**src/fetch_defines.svh**
```systemverilog
`ifndef FETCH_DEFINES_SVH
`define FETCH_DEFINES_SVH

// line geometry, 4 words per line by default.
`define FETCH_LINE_BYTES 16
`define FETCH_LINES      16

`define FETCH_RESET_PC   32'h3000_0000

// bursts are only legal inside this window.
`define SDRAM_BASE       32'hA000_0000
`define SDRAM_END        32'hBFFF_FFFF

`endif
```
**src/fetch_pkg.sv**
```systemverilog
`default_nettype none

`include "fetch_defines.svh"

package fetch_pkg;

    typedef enum logic [1:0] {
        IDLE  = 2'b00,
        CHECK = 2'b01,
        BUSY  = 2'b10,
        READ  = 2'b11
    } fetch_state_e;

    typedef struct packed {
        logic        valid;
        logic [31:0] target;
    } redirect_t;

    typedef struct packed {
        logic [31:0] pc;
        logic [31:0] inst;
    } fetch_bundle_t;

    // one whole line as gathered from the bus.
    typedef struct packed {
        logic [`FETCH_LINE_BYTES*8-1:0] data;
        logic                           fault;
    } refill_t;

endpackage

`default_nettype wire

```
**src/axi_pkg.sv**
```systemverilog
`default_nettype none

package axi_pkg;

    typedef enum logic [1:0] {
        FIXED = 2'b00,
        INCR  = 2'b01
    } axi_burst_e;

    typedef enum logic [1:0] {
        OKAY   = 2'b00,
        EXOKAY = 2'b01,
        SLVERR = 2'b10,
        DECERR = 2'b11
    } axi_resp_e;

    typedef struct packed {
        logic [31:0] addr;
        logic [7:0]  len;   // beats minus one.
        logic [2:0]  size;  // log2 of bytes per beat.
        axi_burst_e  burst;
    } ar_req_t;

    typedef struct packed {
        logic [31:0] data;
        axi_resp_e   resp;
        logic        last;
        logic [3:0]  id;
    } r_beat_t;

endpackage

`default_nettype wire

```
**src/fetch_top.sv**
```systemverilog
`timescale 1ns/1ns
`default_nettype none

module fetch_top (
    input  wire                           clk,
    input  wire                           rst,
    input  wire  fetch_pkg::redirect_t    redirect,
    input  wire                           idu_ready,
    input  wire                           arready,
    input  wire                           rvalid,
    input  wire  axi_pkg::r_beat_t        r,
    output wire                           ifu_valid,
    output wire  fetch_pkg::fetch_bundle_t bundle,
    output wire                           access_fault,
    output wire                           arvalid,
    output wire  axi_pkg::ar_req_t        ar,
    output wire                           rready
);
    wire                     icache_req;
    wire [31:0]              icache_addr;
    wire                     hit;
    wire [31:0]              inst;
    wire                     mem_req;
    wire [31:0]              mem_addr;
    wire                     mem_ready;
    wire fetch_pkg::refill_t refill;

    ifu i_ifu (
        .clk          (clk),
        .rst          (rst),
        .redirect     (redirect),
        .idu_ready    (idu_ready),
        .hit          (hit),
        .inst         (inst),
        .mem_req      (mem_req),
        .mem_addr     (mem_addr),
        .arready      (arready),
        .rvalid       (rvalid),
        .r            (r),
        .ifu_valid    (ifu_valid),
        .bundle       (bundle),
        .access_fault (access_fault),
        .icache_req   (icache_req),
        .icache_addr  (icache_addr),
        .arvalid      (arvalid),
        .ar           (ar),
        .rready       (rready),
        .mem_ready    (mem_ready),
        .refill       (refill)
    );

    icache i_icache (
        .clk         (clk),
        .rst         (rst),
        .icache_req  (icache_req),
        .icache_addr (icache_addr),
        .mem_ready   (mem_ready),
        .refill      (refill),
        .hit         (hit),
        .inst        (inst),
        .mem_req     (mem_req),
        .mem_addr    (mem_addr)
    );

endmodule

`default_nettype wire

```
**src/ifu.sv**
```systemverilog
`timescale 1ns/1ns
`default_nettype none

`include "fetch_defines.svh"

module ifu (
    input  wire                            clk,
    input  wire                            rst,
    input  wire  fetch_pkg::redirect_t     redirect,
    input  wire                            idu_ready,
    input  wire                            hit,
    input  wire  [31:0]                    inst,
    input  wire                            mem_req,
    input  wire  [31:0]                    mem_addr,
    input  wire                            arready,
    input  wire                            rvalid,
    input  wire  axi_pkg::r_beat_t         r,
    output logic                           ifu_valid,
    output fetch_pkg::fetch_bundle_t       bundle,
    output logic                           access_fault,
    output logic                           icache_req,
    output logic [31:0]                    icache_addr,
    output logic                           arvalid,
    output axi_pkg::ar_req_t               ar,
    output logic                           rready,
    output logic                           mem_ready,
    output fetch_pkg::refill_t             refill
);
    localparam int LINE_BITS = `FETCH_LINE_BYTES * 8;
    localparam int WORDS     = `FETCH_LINE_BYTES / 4;
    localparam int CNT_W     = $clog2(WORDS);

    fetch_pkg::fetch_state_e state;
    fetch_pkg::fetch_state_e next_state;

    logic [31:0]          pc;
    logic [31:0]          dnpc;
    logic [31:0]          fetch_pc;
    logic [CNT_W-1:0]     beat_cnt;
    logic [LINE_BITS-1:0] fill_data;
    logic                 fill_fault;

    logic                 in_sdram;
    logic                 issue;
    logic                 deliver_hit;
    logic                 start_miss;
    logic                 ar_fire;
    logic                 r_fire;
    logic                 r_err;
    logic                 line_done;
    logic                 next_single;

    assign dnpc = redirect.valid ? redirect.target : pc + 32'd4;

    // the pc register only moves at the end of ifu_valid, so a fetch
    // issued in that same cycle must already use the next pc.
    assign fetch_pc = ifu_valid ? dnpc : pc;

    assign in_sdram = (mem_addr >= `SDRAM_BASE) && (mem_addr <= `SDRAM_END);

    assign issue       = (state == fetch_pkg::IDLE) && idu_ready;
    assign deliver_hit = (state == fetch_pkg::CHECK) && hit;
    assign start_miss  = (state == fetch_pkg::CHECK) && !hit && mem_req;
    assign ar_fire     = arvalid && arready;
    assign r_fire      = rvalid && rready;
    assign r_err       = r_fire && (r.resp != axi_pkg::OKAY);
    assign line_done   = r_fire && !r_err &&
                         (in_sdram ? r.last : (beat_cnt == CNT_W'(WORDS - 1)));
    assign next_single = r_fire && !r_err && !line_done && !in_sdram;

    assign refill = '{data: fill_data, fault: fill_fault};

    always_comb begin
        case (state)
            fetch_pkg::IDLE:  next_state = idu_ready ? fetch_pkg::CHECK : fetch_pkg::IDLE;
            fetch_pkg::CHECK: begin
                if (hit) begin
                    next_state = fetch_pkg::IDLE;
                end else if (mem_req) begin
                    next_state = fetch_pkg::BUSY;
                end else begin
                    next_state = fetch_pkg::CHECK; // waiting for the cache verdict.
                end
            end
            fetch_pkg::BUSY:  next_state = mem_ready ? fetch_pkg::READ : fetch_pkg::BUSY;
            fetch_pkg::READ:  next_state = fetch_pkg::IDLE;
            default:          next_state = fetch_pkg::IDLE;
        endcase
    end

    always_ff @(posedge clk or posedge rst) begin
        if (rst) begin
            state        <= fetch_pkg::IDLE;
            pc           <= `FETCH_RESET_PC;
            ifu_valid    <= 1'b0;
            access_fault <= 1'b0;
            icache_req   <= 1'b0;
            arvalid      <= 1'b0;
            rready       <= 1'b0;
            mem_ready    <= 1'b0;
            beat_cnt     <= '0;
            fill_fault   <= 1'b0;
        end else begin
            state        <= next_state;
            ifu_valid    <= 1'b0; // pulses.
            access_fault <= 1'b0;
            icache_req   <= 1'b0;
            mem_ready    <= 1'b0;
            if (ifu_valid) begin
                pc <= dnpc;
            end
            if (issue) begin
                icache_req <= 1'b1;
            end
            if (deliver_hit) begin
                ifu_valid <= 1'b1;
            end
            if (start_miss) begin
                arvalid    <= 1'b1;
                beat_cnt   <= '0;
                fill_fault <= 1'b0;
            end
            if (ar_fire) begin
                arvalid <= 1'b0;
                rready  <= 1'b1;
            end
            if (r_err) begin
                fill_fault <= 1'b1; // abandon the rest of the line.
                mem_ready  <= 1'b1;
                rready     <= 1'b0;
            end else if (line_done) begin
                mem_ready <= 1'b1;
                rready    <= 1'b0;
            end else if (r_fire) begin
                beat_cnt <= beat_cnt + 1'b1;
                if (!in_sdram) begin
                    arvalid <= 1'b1; // next single-beat read.
                    rready  <= 1'b0;
                end
            end
            if (state == fetch_pkg::READ) begin
                ifu_valid    <= 1'b1;
                access_fault <= fill_fault;
            end
        end
    end

    always_ff @(posedge clk) begin
        if (issue) begin
            icache_addr <= fetch_pc;
        end
        if (start_miss) begin
            ar.addr  <= mem_addr;
            ar.len   <= in_sdram ? 8'(WORDS - 1) : 8'd0;
            ar.size  <= 3'd2;
            ar.burst <= in_sdram ? axi_pkg::INCR : axi_pkg::FIXED;
        end else if (next_single) begin
            ar.addr <= mem_addr + ((32'(beat_cnt) + 32'd1) << 2);
        end
        if (r_fire && !r_err) begin
            fill_data[beat_cnt*32 +: 32] <= r.data;
        end
        if (deliver_hit) begin
            bundle <= '{pc: pc, inst: inst};
        end else if (state == fetch_pkg::READ) begin
            bundle <= '{pc: pc, inst: fill_fault ? 32'd0 : inst};
        end
    end

endmodule

`default_nettype wire

```
**src/icache.sv**
```systemverilog
`timescale 1ns/1ns
`default_nettype none

`include "fetch_defines.svh"

module icache (
    input  wire                      clk,
    input  wire                      rst,
    input  wire                      icache_req,
    input  wire  [31:0]              icache_addr,
    input  wire                      mem_ready,
    input  wire  fetch_pkg::refill_t refill,
    output logic                     hit,
    output logic [31:0]              inst,
    output logic                     mem_req,
    output logic [31:0]              mem_addr
);
    localparam int LINE_BITS = `FETCH_LINE_BYTES * 8;
    localparam int WORDS     = `FETCH_LINE_BYTES / 4;
    localparam int OFF_W     = $clog2(`FETCH_LINE_BYTES);
    localparam int IDX_W     = $clog2(`FETCH_LINES);
    localparam int TAG_W     = 32 - OFF_W - IDX_W;
    localparam int SEL_W     = $clog2(WORDS);

    logic [LINE_BITS-1:0]    data_mem [`FETCH_LINES];
    logic [TAG_W-1:0]        tag_mem  [`FETCH_LINES];
    logic [`FETCH_LINES-1:0] valid;

    logic                    req_q;
    logic [31:0]             addr_q;
    logic [IDX_W-1:0]        req_idx;
    logic [TAG_W-1:0]        req_tag;
    logic [SEL_W-1:0]        req_sel;
    logic [IDX_W-1:0]        fill_idx;
    logic [TAG_W-1:0]        fill_tag;
    logic                    fill_en;
    logic                    miss;

    assign req_idx  = addr_q[OFF_W +: IDX_W];
    assign req_tag  = addr_q[31 -: TAG_W];
    assign req_sel  = addr_q[2 +: SEL_W];
    assign fill_idx = mem_addr[OFF_W +: IDX_W];
    assign fill_tag = mem_addr[31 -: TAG_W];

    // a faulting refill leaves the line untouched.
    assign fill_en = mem_req && mem_ready && !refill.fault;

    assign hit  = req_q && valid[req_idx] && (tag_mem[req_idx] == req_tag);
    assign miss = req_q && !hit;
    assign inst = data_mem[req_idx][req_sel*32 +: 32]; // word picked by offset.

    always_ff @(posedge clk or posedge rst) begin
        if (rst) begin
            req_q   <= 1'b0;
            mem_req <= 1'b0;
            valid   <= '0;
        end else begin
            req_q <= icache_req;
            if (miss) begin
                mem_req <= 1'b1;
            end else if (mem_ready) begin
                mem_req <= 1'b0;
            end
            if (fill_en) begin
                valid[fill_idx] <= 1'b1;
            end
        end
    end

    always_ff @(posedge clk) begin
        if (icache_req) begin
            addr_q <= icache_addr;
        end
        if (miss) begin
            mem_addr <= {addr_q[31:OFF_W], {OFF_W{1'b0}}}; // line aligned.
        end
        if (fill_en) begin
            data_mem[fill_idx] <= refill.data;
            tag_mem[fill_idx]  <= fill_tag;
        end
    end

endmodule

`default_nettype wire

```
**config.mk**
```make
export PLATFORM = sky130hd
export DESIGN_NAME = fetch_top
export DESIGN_NICKNAME = d
export VERILOG_FILES = /design/src/fetch_pkg.sv /design/src/axi_pkg.sv /design/src/fetch_top.sv /design/src/ifu.sv /design/src/icache.sv
export VERILOG_INCLUDE_DIRS = /design/src
export SDC_FILE = /design/constraint.sdc
export NUM_CORES = 2
export LEC_CHECK = 0
export ABC_AREA = 0
export BUFFER_PORTS_ARGS = -buffer_cell sky130_fd_sc_hd__buf_2
export CAP_MARGIN = 40
export CORE_MARGIN = 5
export CORE_UTILIZATION = 60
export DETAILED_ROUTE_END_ITERATION = 6
export GPL_TIMING_DRIVEN = 0
export PLACE_DENSITY = 0.77
export SYNTH_ARGS = -nofsm -noshare
export SYNTH_HDL_FRONTEND = slang
export SYNTH_SLANG_ARGS = --single-unit
```
**constraint.sdc**
```tcl
create_clock -name clk -period 17.4 [get_ports clk]
set_input_delay 0.87 -clock clk [delete_from_list [all_inputs] [get_ports clk]]
set_output_delay 0.87 -clock clk [all_outputs]
set_load 0.05 [all_outputs]
```
* Word level (Yosys, flattened, before mapping) *
Memories as Yosys holds them, arrays and structs flattened. A register that Yosys moved wholly into a read port is not among the register bits.
Cells that the tools add are included.

storage, ports and cells
  register bits = 387
  bits in writable memories = 2432
  output and inout bits = 113
  logic and storage cells = 122
  memories kept = 2

memories
  name               depth  width  rd ports  clocked after Yosys merged registers in  write ports  RTL line      source
  i_icache.data_mem  16     128    1         1                                        1            icache.sv:25  logic [LINE_BITS-1:0] data_mem [`FETCH_LINES];
  i_icache.tag_mem   16     24     1         1                                        1            icache.sv:26  logic [TAG_W-1:0] tag_mem [`FETCH_LINES];

operators by class
  $add $sub $neg = 5
  $lt $le $gt $ge = 5
  equal/unequal tests = 5
  shift operators = 3
  multiplexer cells = 49
  bitwise logic cells = 1
  reduce and logical (&&, ||, !) cells = 29

operators by type and width
  operator                                                  count
  two-way mux 32 bit                                        5
  bitwise mux 128 bit                                       1
  two-way mux 64 bit                                        2
  variable shift 32 x 34 -> 128 bit (first input constant)  1
  indexed part select 128 x 8 -> 32 bit                     1
  indexed part select 32 x 34 -> 128 bit                    1
  negator 7 -> 34 bit                                       1
  adder 32 x 3 -> 32 bit (second input constant)            1
  adder 32 bit                                              1
  >= comparator 32 bit (second input constant)              1
  less-or-equal comparator 32 bit (second input constant)   1
  two-way mux 1 bit                                         29
  == test 24 bit                                            1
  logical AND 1 bit                                         18
  OR 16 bit                                                 1
  two-way mux 2 bit                                         7
  < comparator 4 x 5 -> 1 bit (second input constant)       2
  nonzero test 2 bit                                        5
  two-way mux 4 bit                                         2
  case mux 2 bit (4 select lines)                           1
  == test 2 bit (second input constant)                     3
  zero test 1 bit                                           5
  binary-select mux 1 bit (select 4 bit)                    1
  demux 1 bit (select 4 bit)                                1
  other kinds (5)                                           5

* Logic depth before layout (Yosys ltp) *
  word-level depth = 13
  gate-level depth with buffers = 15
  gate-level depth less buffers = 10

* Hierarchy *
From an unflattened synthesis, not the netlist that was laid out.

unflattened totals
  cells, all modules = 4648
  area total of the unflattened synthesis = 107999.8 um^2

by module, submodules not included
  module  times used  cells each  area an instance (um^2)
  icache  1           3799        95828.2
  ifu     1           849         12171.7

* Least setup slack after synthesis *
OpenSTA, ideal clock, no wires.

  path kind = register -> register
  start = reg i_icache.mem_addr[6]
  end = reg i_icache.valid[0]
  setup time = 131 ps
  data arrival time = 12180 ps
  data required time = 17269 ps
  setup slack = 5089 ps
  cell stages (with the launch flop) = 5
  buffers on the path = 1
  clock period less this slack = 12311 ps
  cells stage by stage = edfxtp_1 clkbuf_1 or3_1 nor3_1 or2_2

on the way
  word-level cells in the longest chain between the ends = 5
  elaborated cells between the ends (all ways) = 6

RTL lines
  item                                                                                                      RTL line      source
  from (decl)                                                                                               icache.sv:16  output logic [31:0] mem_addr
  from (signal assigned)                                                                                    icache.sv:75  mem_addr <= {addr_q[31:OFF_W], {OFF_W{1'b0}}};
  < comparator 4 x 5 -> 1 bit (not written as such) / >= comparator 4 x 1 -> 1 bit (equally long branches)  icache.sv:65  valid[fill_idx] <= 1'b1;
  logical AND 1 bit (not written as such)                                                                   icache.sv:65
  two-way mux 1 bit (not written as such)                                                                   icache.sv:65
  demux 1 bit (select 4 bit) (*)                                                                            -
  OR 16 bit (no line) (*)                                                                                   -
  to (signal assigned)                                                                                      icache.sv:56  valid <= '0;
  to (signal, indexed assignment)                                                                           icache.sv:65
  to (decl)                                                                                                 icache.sv:27  logic [`FETCH_LINES-1:0] valid;

Mark *: on every way between the ends. The rest lies on a longest branch, timed or not.
A chain may end at the register's enable or synchronous reset.

==> flow_summary.json <==
{
  "fin_crit_sh_pct": 32.5,
  "hp-class": "input port to flip-flop",
  "synth-edff-count": 2743,
  "hpwlAfterDp_um": 195000,
  "cts_buffer_depth": 4,
  "grt_pass1_vias": 57389,
  "cp_slowest_cell": "nor2b_1",
  "numCtsBuffers": 289,
  "cp_top_family": "buffers and inverters",
  "gp_congestion": 0.883,
  "p_comb_share_pct": 2.3,
  "drt_pre_antenna_iters": 7,
  "synthArstFlopShare_pct": 2.17,
  "synthToLayoutAreaGrowth_pct": 16.9,
  "num-nets-final": 5426,
  "top_usage_layer": "met2",
  "intPower_mw": 11.0,
  "met3_usage_pct": 9.17,
  "final_cell_mix": "edfxtp_1, mux4_2, clkbuf_16",
  "maxCapViolCount": 0,
  "finalClockSkew_ns": 0.0811,
  "leakage_nw": 40.2,
  "avgSynthCellArea_um2": 23.6,
  "grt_first_pass_wirelength_um": 444000,
  "worst_pin_slew_ns": 1.00,
  "fin_area_um2": 125000,
  "grt_overflow": 0,
  "initial_core_util_pct": 60.1,
  "clk_pin_slew_ns": 0.07,
  "rows": 155,
  "postPlaceCellArea_um2": 116000,
  "htreeDepth": 5,
  "switching_share_pct": 20.5,
  "grt_usage_pct": 34.4,
  "clockRootBuffer": "clkbuf_16",
  "synth_warnings": 0,
  "crit_path_end_kind": "flip-flop",
  "relSlewSlack_pct": 33.3,
  "routed_via_density": 7.18,
  "die_y_um": 432,
  "drc_errors": 0,
  "power_density_nw_per_um2": 110,
  "cpPeakStageDelay_ns": 0.67,
  "num_vias": 56849,
  "synth_area_um2": 107000,
  "finalHoldViolCount": 0,
  "clock_sinks": 2808,
  "setup_viol": 0,
  "worstPathCellList": "buf_6 > buf_6 > buf_2 > buf_6 > buf_2 > mux2i_1 > mux2i_1 > xnor2_1 > nand2_1 > nor4_2 > and3_1 > buf_2 > a21oi_2 > buf_8 > clkbuf_1 > nor2b_1",
  "holdWs_ns": 0.199,
  "layout-drive-gt1-share_pct": 32.7,
  "start_kind": "flip-flop",
  "grt_setup_unrepaired": "no",
  "fin_tns_setup_ns": 0,
  "post-route-util_pct": 70.3,
  "synthCells": 4533,
  "status": "finished clean",
  "port_buffers": 172,
  "path_max_fanout": 10,
  "num_io_pins": 190,
  "antenna_found_initial": 22,
  "power_switching_mw": 2.82,
  "drt_iter0_drc": 9741,
  "grt_max_degree": 38,
  "clk_latency_ns": 0.97,
  "grt_use_met1_pct": 43.7,
  "ys_seq_area_share_pct": 78.5,
  "wl_per_cell_um": 40.2,
  "vdd_drop_max_v": 0.000103,
  "critPathKind": "flip-flop to flip-flop",
  "p_seq_share_pct": 53.6,
  "chipWidth_um": 432,
  "slew_violations": 0,
  "crit_required_ns": 18.02,
  "use_met2_pct": 54.8,
  "fin_crit_ns": 5.66,
  "postRouteWirelength_um": 318000,
  "clkPwrFrac_pct": 44.2,
  "fmax_ghz": 0.177,
  "final_common_cell": "edfxtp_1",
  "ys.flop_type": "edfxtp_1",
  "arrival_ns": 6.28,
  "design.core.area_um2": 178000,
  "cts_tree": "yes",
  "worst-path-buf-inv": 8,
  "antenna_left": 0,
  "netlist-cell-type-count": 70,
  "total_power_mw": 13.8,
  "dieArea_um2": 187000,
  "ys_seq_elements": 2808
}
sequential cells by signal, indices dropped and copies added, names as in the netlist, named ones only:
name and count:
i_ifu.icache_req 1, i_icache.valid 16, i_ifu.rready 1, i_ifu.ar 31
i_icache.req_q 1, i_icache.mem_addr 28, i_ifu.fill_data 128, i_ifu.icache_addr 30
i_ifu.access_fault 1, i_icache.tag_mem 384, i_ifu.bundle 64, i_ifu.pc 32
i_ifu.ifu_valid 1, i_ifu.arvalid 1, i_icache.addr_q 30, i_icache.data_mem 2048
i_ifu.fill_fault 1, i_ifu.beat_cnt 2, i_ifu.state 1, i_ifu.mem_ready 1
i_icache.mem_req 1
worst register-to-register path, cell delays in order, from the launching register on:
cell and delay (ns):
dfxtp_1 0.38, buf_6 0.18, buf_6 0.25, buf_2 0.41, buf_6 0.29, buf_2 0.45
mux2i_1 0.41, mux2i_1 0.23, xnor2_1 0.22, nand2_1 0.12, nor4_2 0.44, and3_1 0.20
buf_2 0.30, a21oi_2 0.22, buf_8 0.21, clkbuf_1 0.33, nor2b_1 0.68
cell usage after synthesis, drive strengths merged, types with 9 or more instances:
master  instances  share of area (%)
a21oi          33               0.16
a22o           14               0.11
a22oi          11              0.077
and2          135               0.79
and3           15              0.088
buf           113               0.59
clkbuf        121               0.42
dfrtp          59                1.4
edfxtp       2743                 77
ha              9               0.11
inv            19              0.067
mux2           23               0.24
mux2i          54               0.50
mux4          760                 16
nand2          51               0.18
nand2b         10              0.058
nand3          20              0.094
nor2           61               0.21
nor2b          40               0.23
nor3           26               0.12
o21ai          47               0.22
o22ai          10              0.058
or2            16              0.094
xnor2          19               0.16
xor2           36               0.29
power by group through the flow:
stage	registers, mW	clock network, mW	logic, mW
finish	7.38	6.08	0.312
global route	7.38	6.40	0.313
CTS	7.38	6.09	0.297
detailed placement	7.52	0	0.286
global placement	7.52	0	0.247
floorplan	7.52	0	0.107
through the flow:
step | setup WS (ns) | instances
finish | 11.74 | 7916
global route | 11.68 | 7905
CTS | 11.84 | 7894
detailed placement | 12.01 | 7398
global placement | -8.80 | 7070
floorplan | 5.09 | 4543
routing by layer:
metal / up-vias / routed length [um] / part of all wire, %
met3: 1254 / 43100 / 14
met4: 12 / 22800 / 7.2
met1: 29178 / 98200 / 31
met5: - / 81 / 0.025
met2: 5578 / 154000 / 48
li1: 20827 / - / -
area by class of cell:
| type | instances | area (um^2) |
|---|---|---|
| Sequential cell | 2808 | 84000 |
| Fill cell | 9560 | 52900 |
| Multi-Input combinational cell | 1482 | 22100 |
| Clock buffer | 351 | 7690 |
| Timing Repair Buffer | 506 | 5870 |
| Tap cell | 2355 | 2950 |
| Clock inverter | 144 | 1340 |
| Buffer | 234 | 1110 |
| Inverter | 19 | 71.3 |
| Antenna cell | 17 | 42.5 |
cells by family after synthesis:
logic type / Yosys count / share of synthesized area (%)
buffers and inverters: 253 / 1.08
DFF: 2808 / 78.5
muxes: 837 / 16.7
adders and majority gates: 9 / 0.105
xor gates and xnor gates: 55 / 0.450
and+or+nand+nor: 416 / 2.22
AOI/OAI and AO/OA: 153 / 0.949
other: 2 / 0.00702
final timing paths:
path,start,endpoint,slack [ns],cells after the start
max in group asynchronous,rst,i_ifu.pc[12],16.20,4
worst min-delay path,rvalid,i_ifu.rready,0.20,2
worst min register to register,i_ifu.icache_addr[27],i_icache.addr_q[27],0.42,0
worst max register to register,flip-flop,i_ifu.bundle[12],11.74,16
worst max-delay path,flip-flop,i_ifu.bundle[12],11.74,16
min in group asynchronous,rst,asynchronous set/reset pin,0.57,3
what timing repair did:
item	4_1_cts	5_1_grt
buffers inserted	0	0
hold buffers	1	0
resized for setup	0	0
hold endpoints to repair	22	0
No activity file was read; power rests on OpenSTA's default activity.
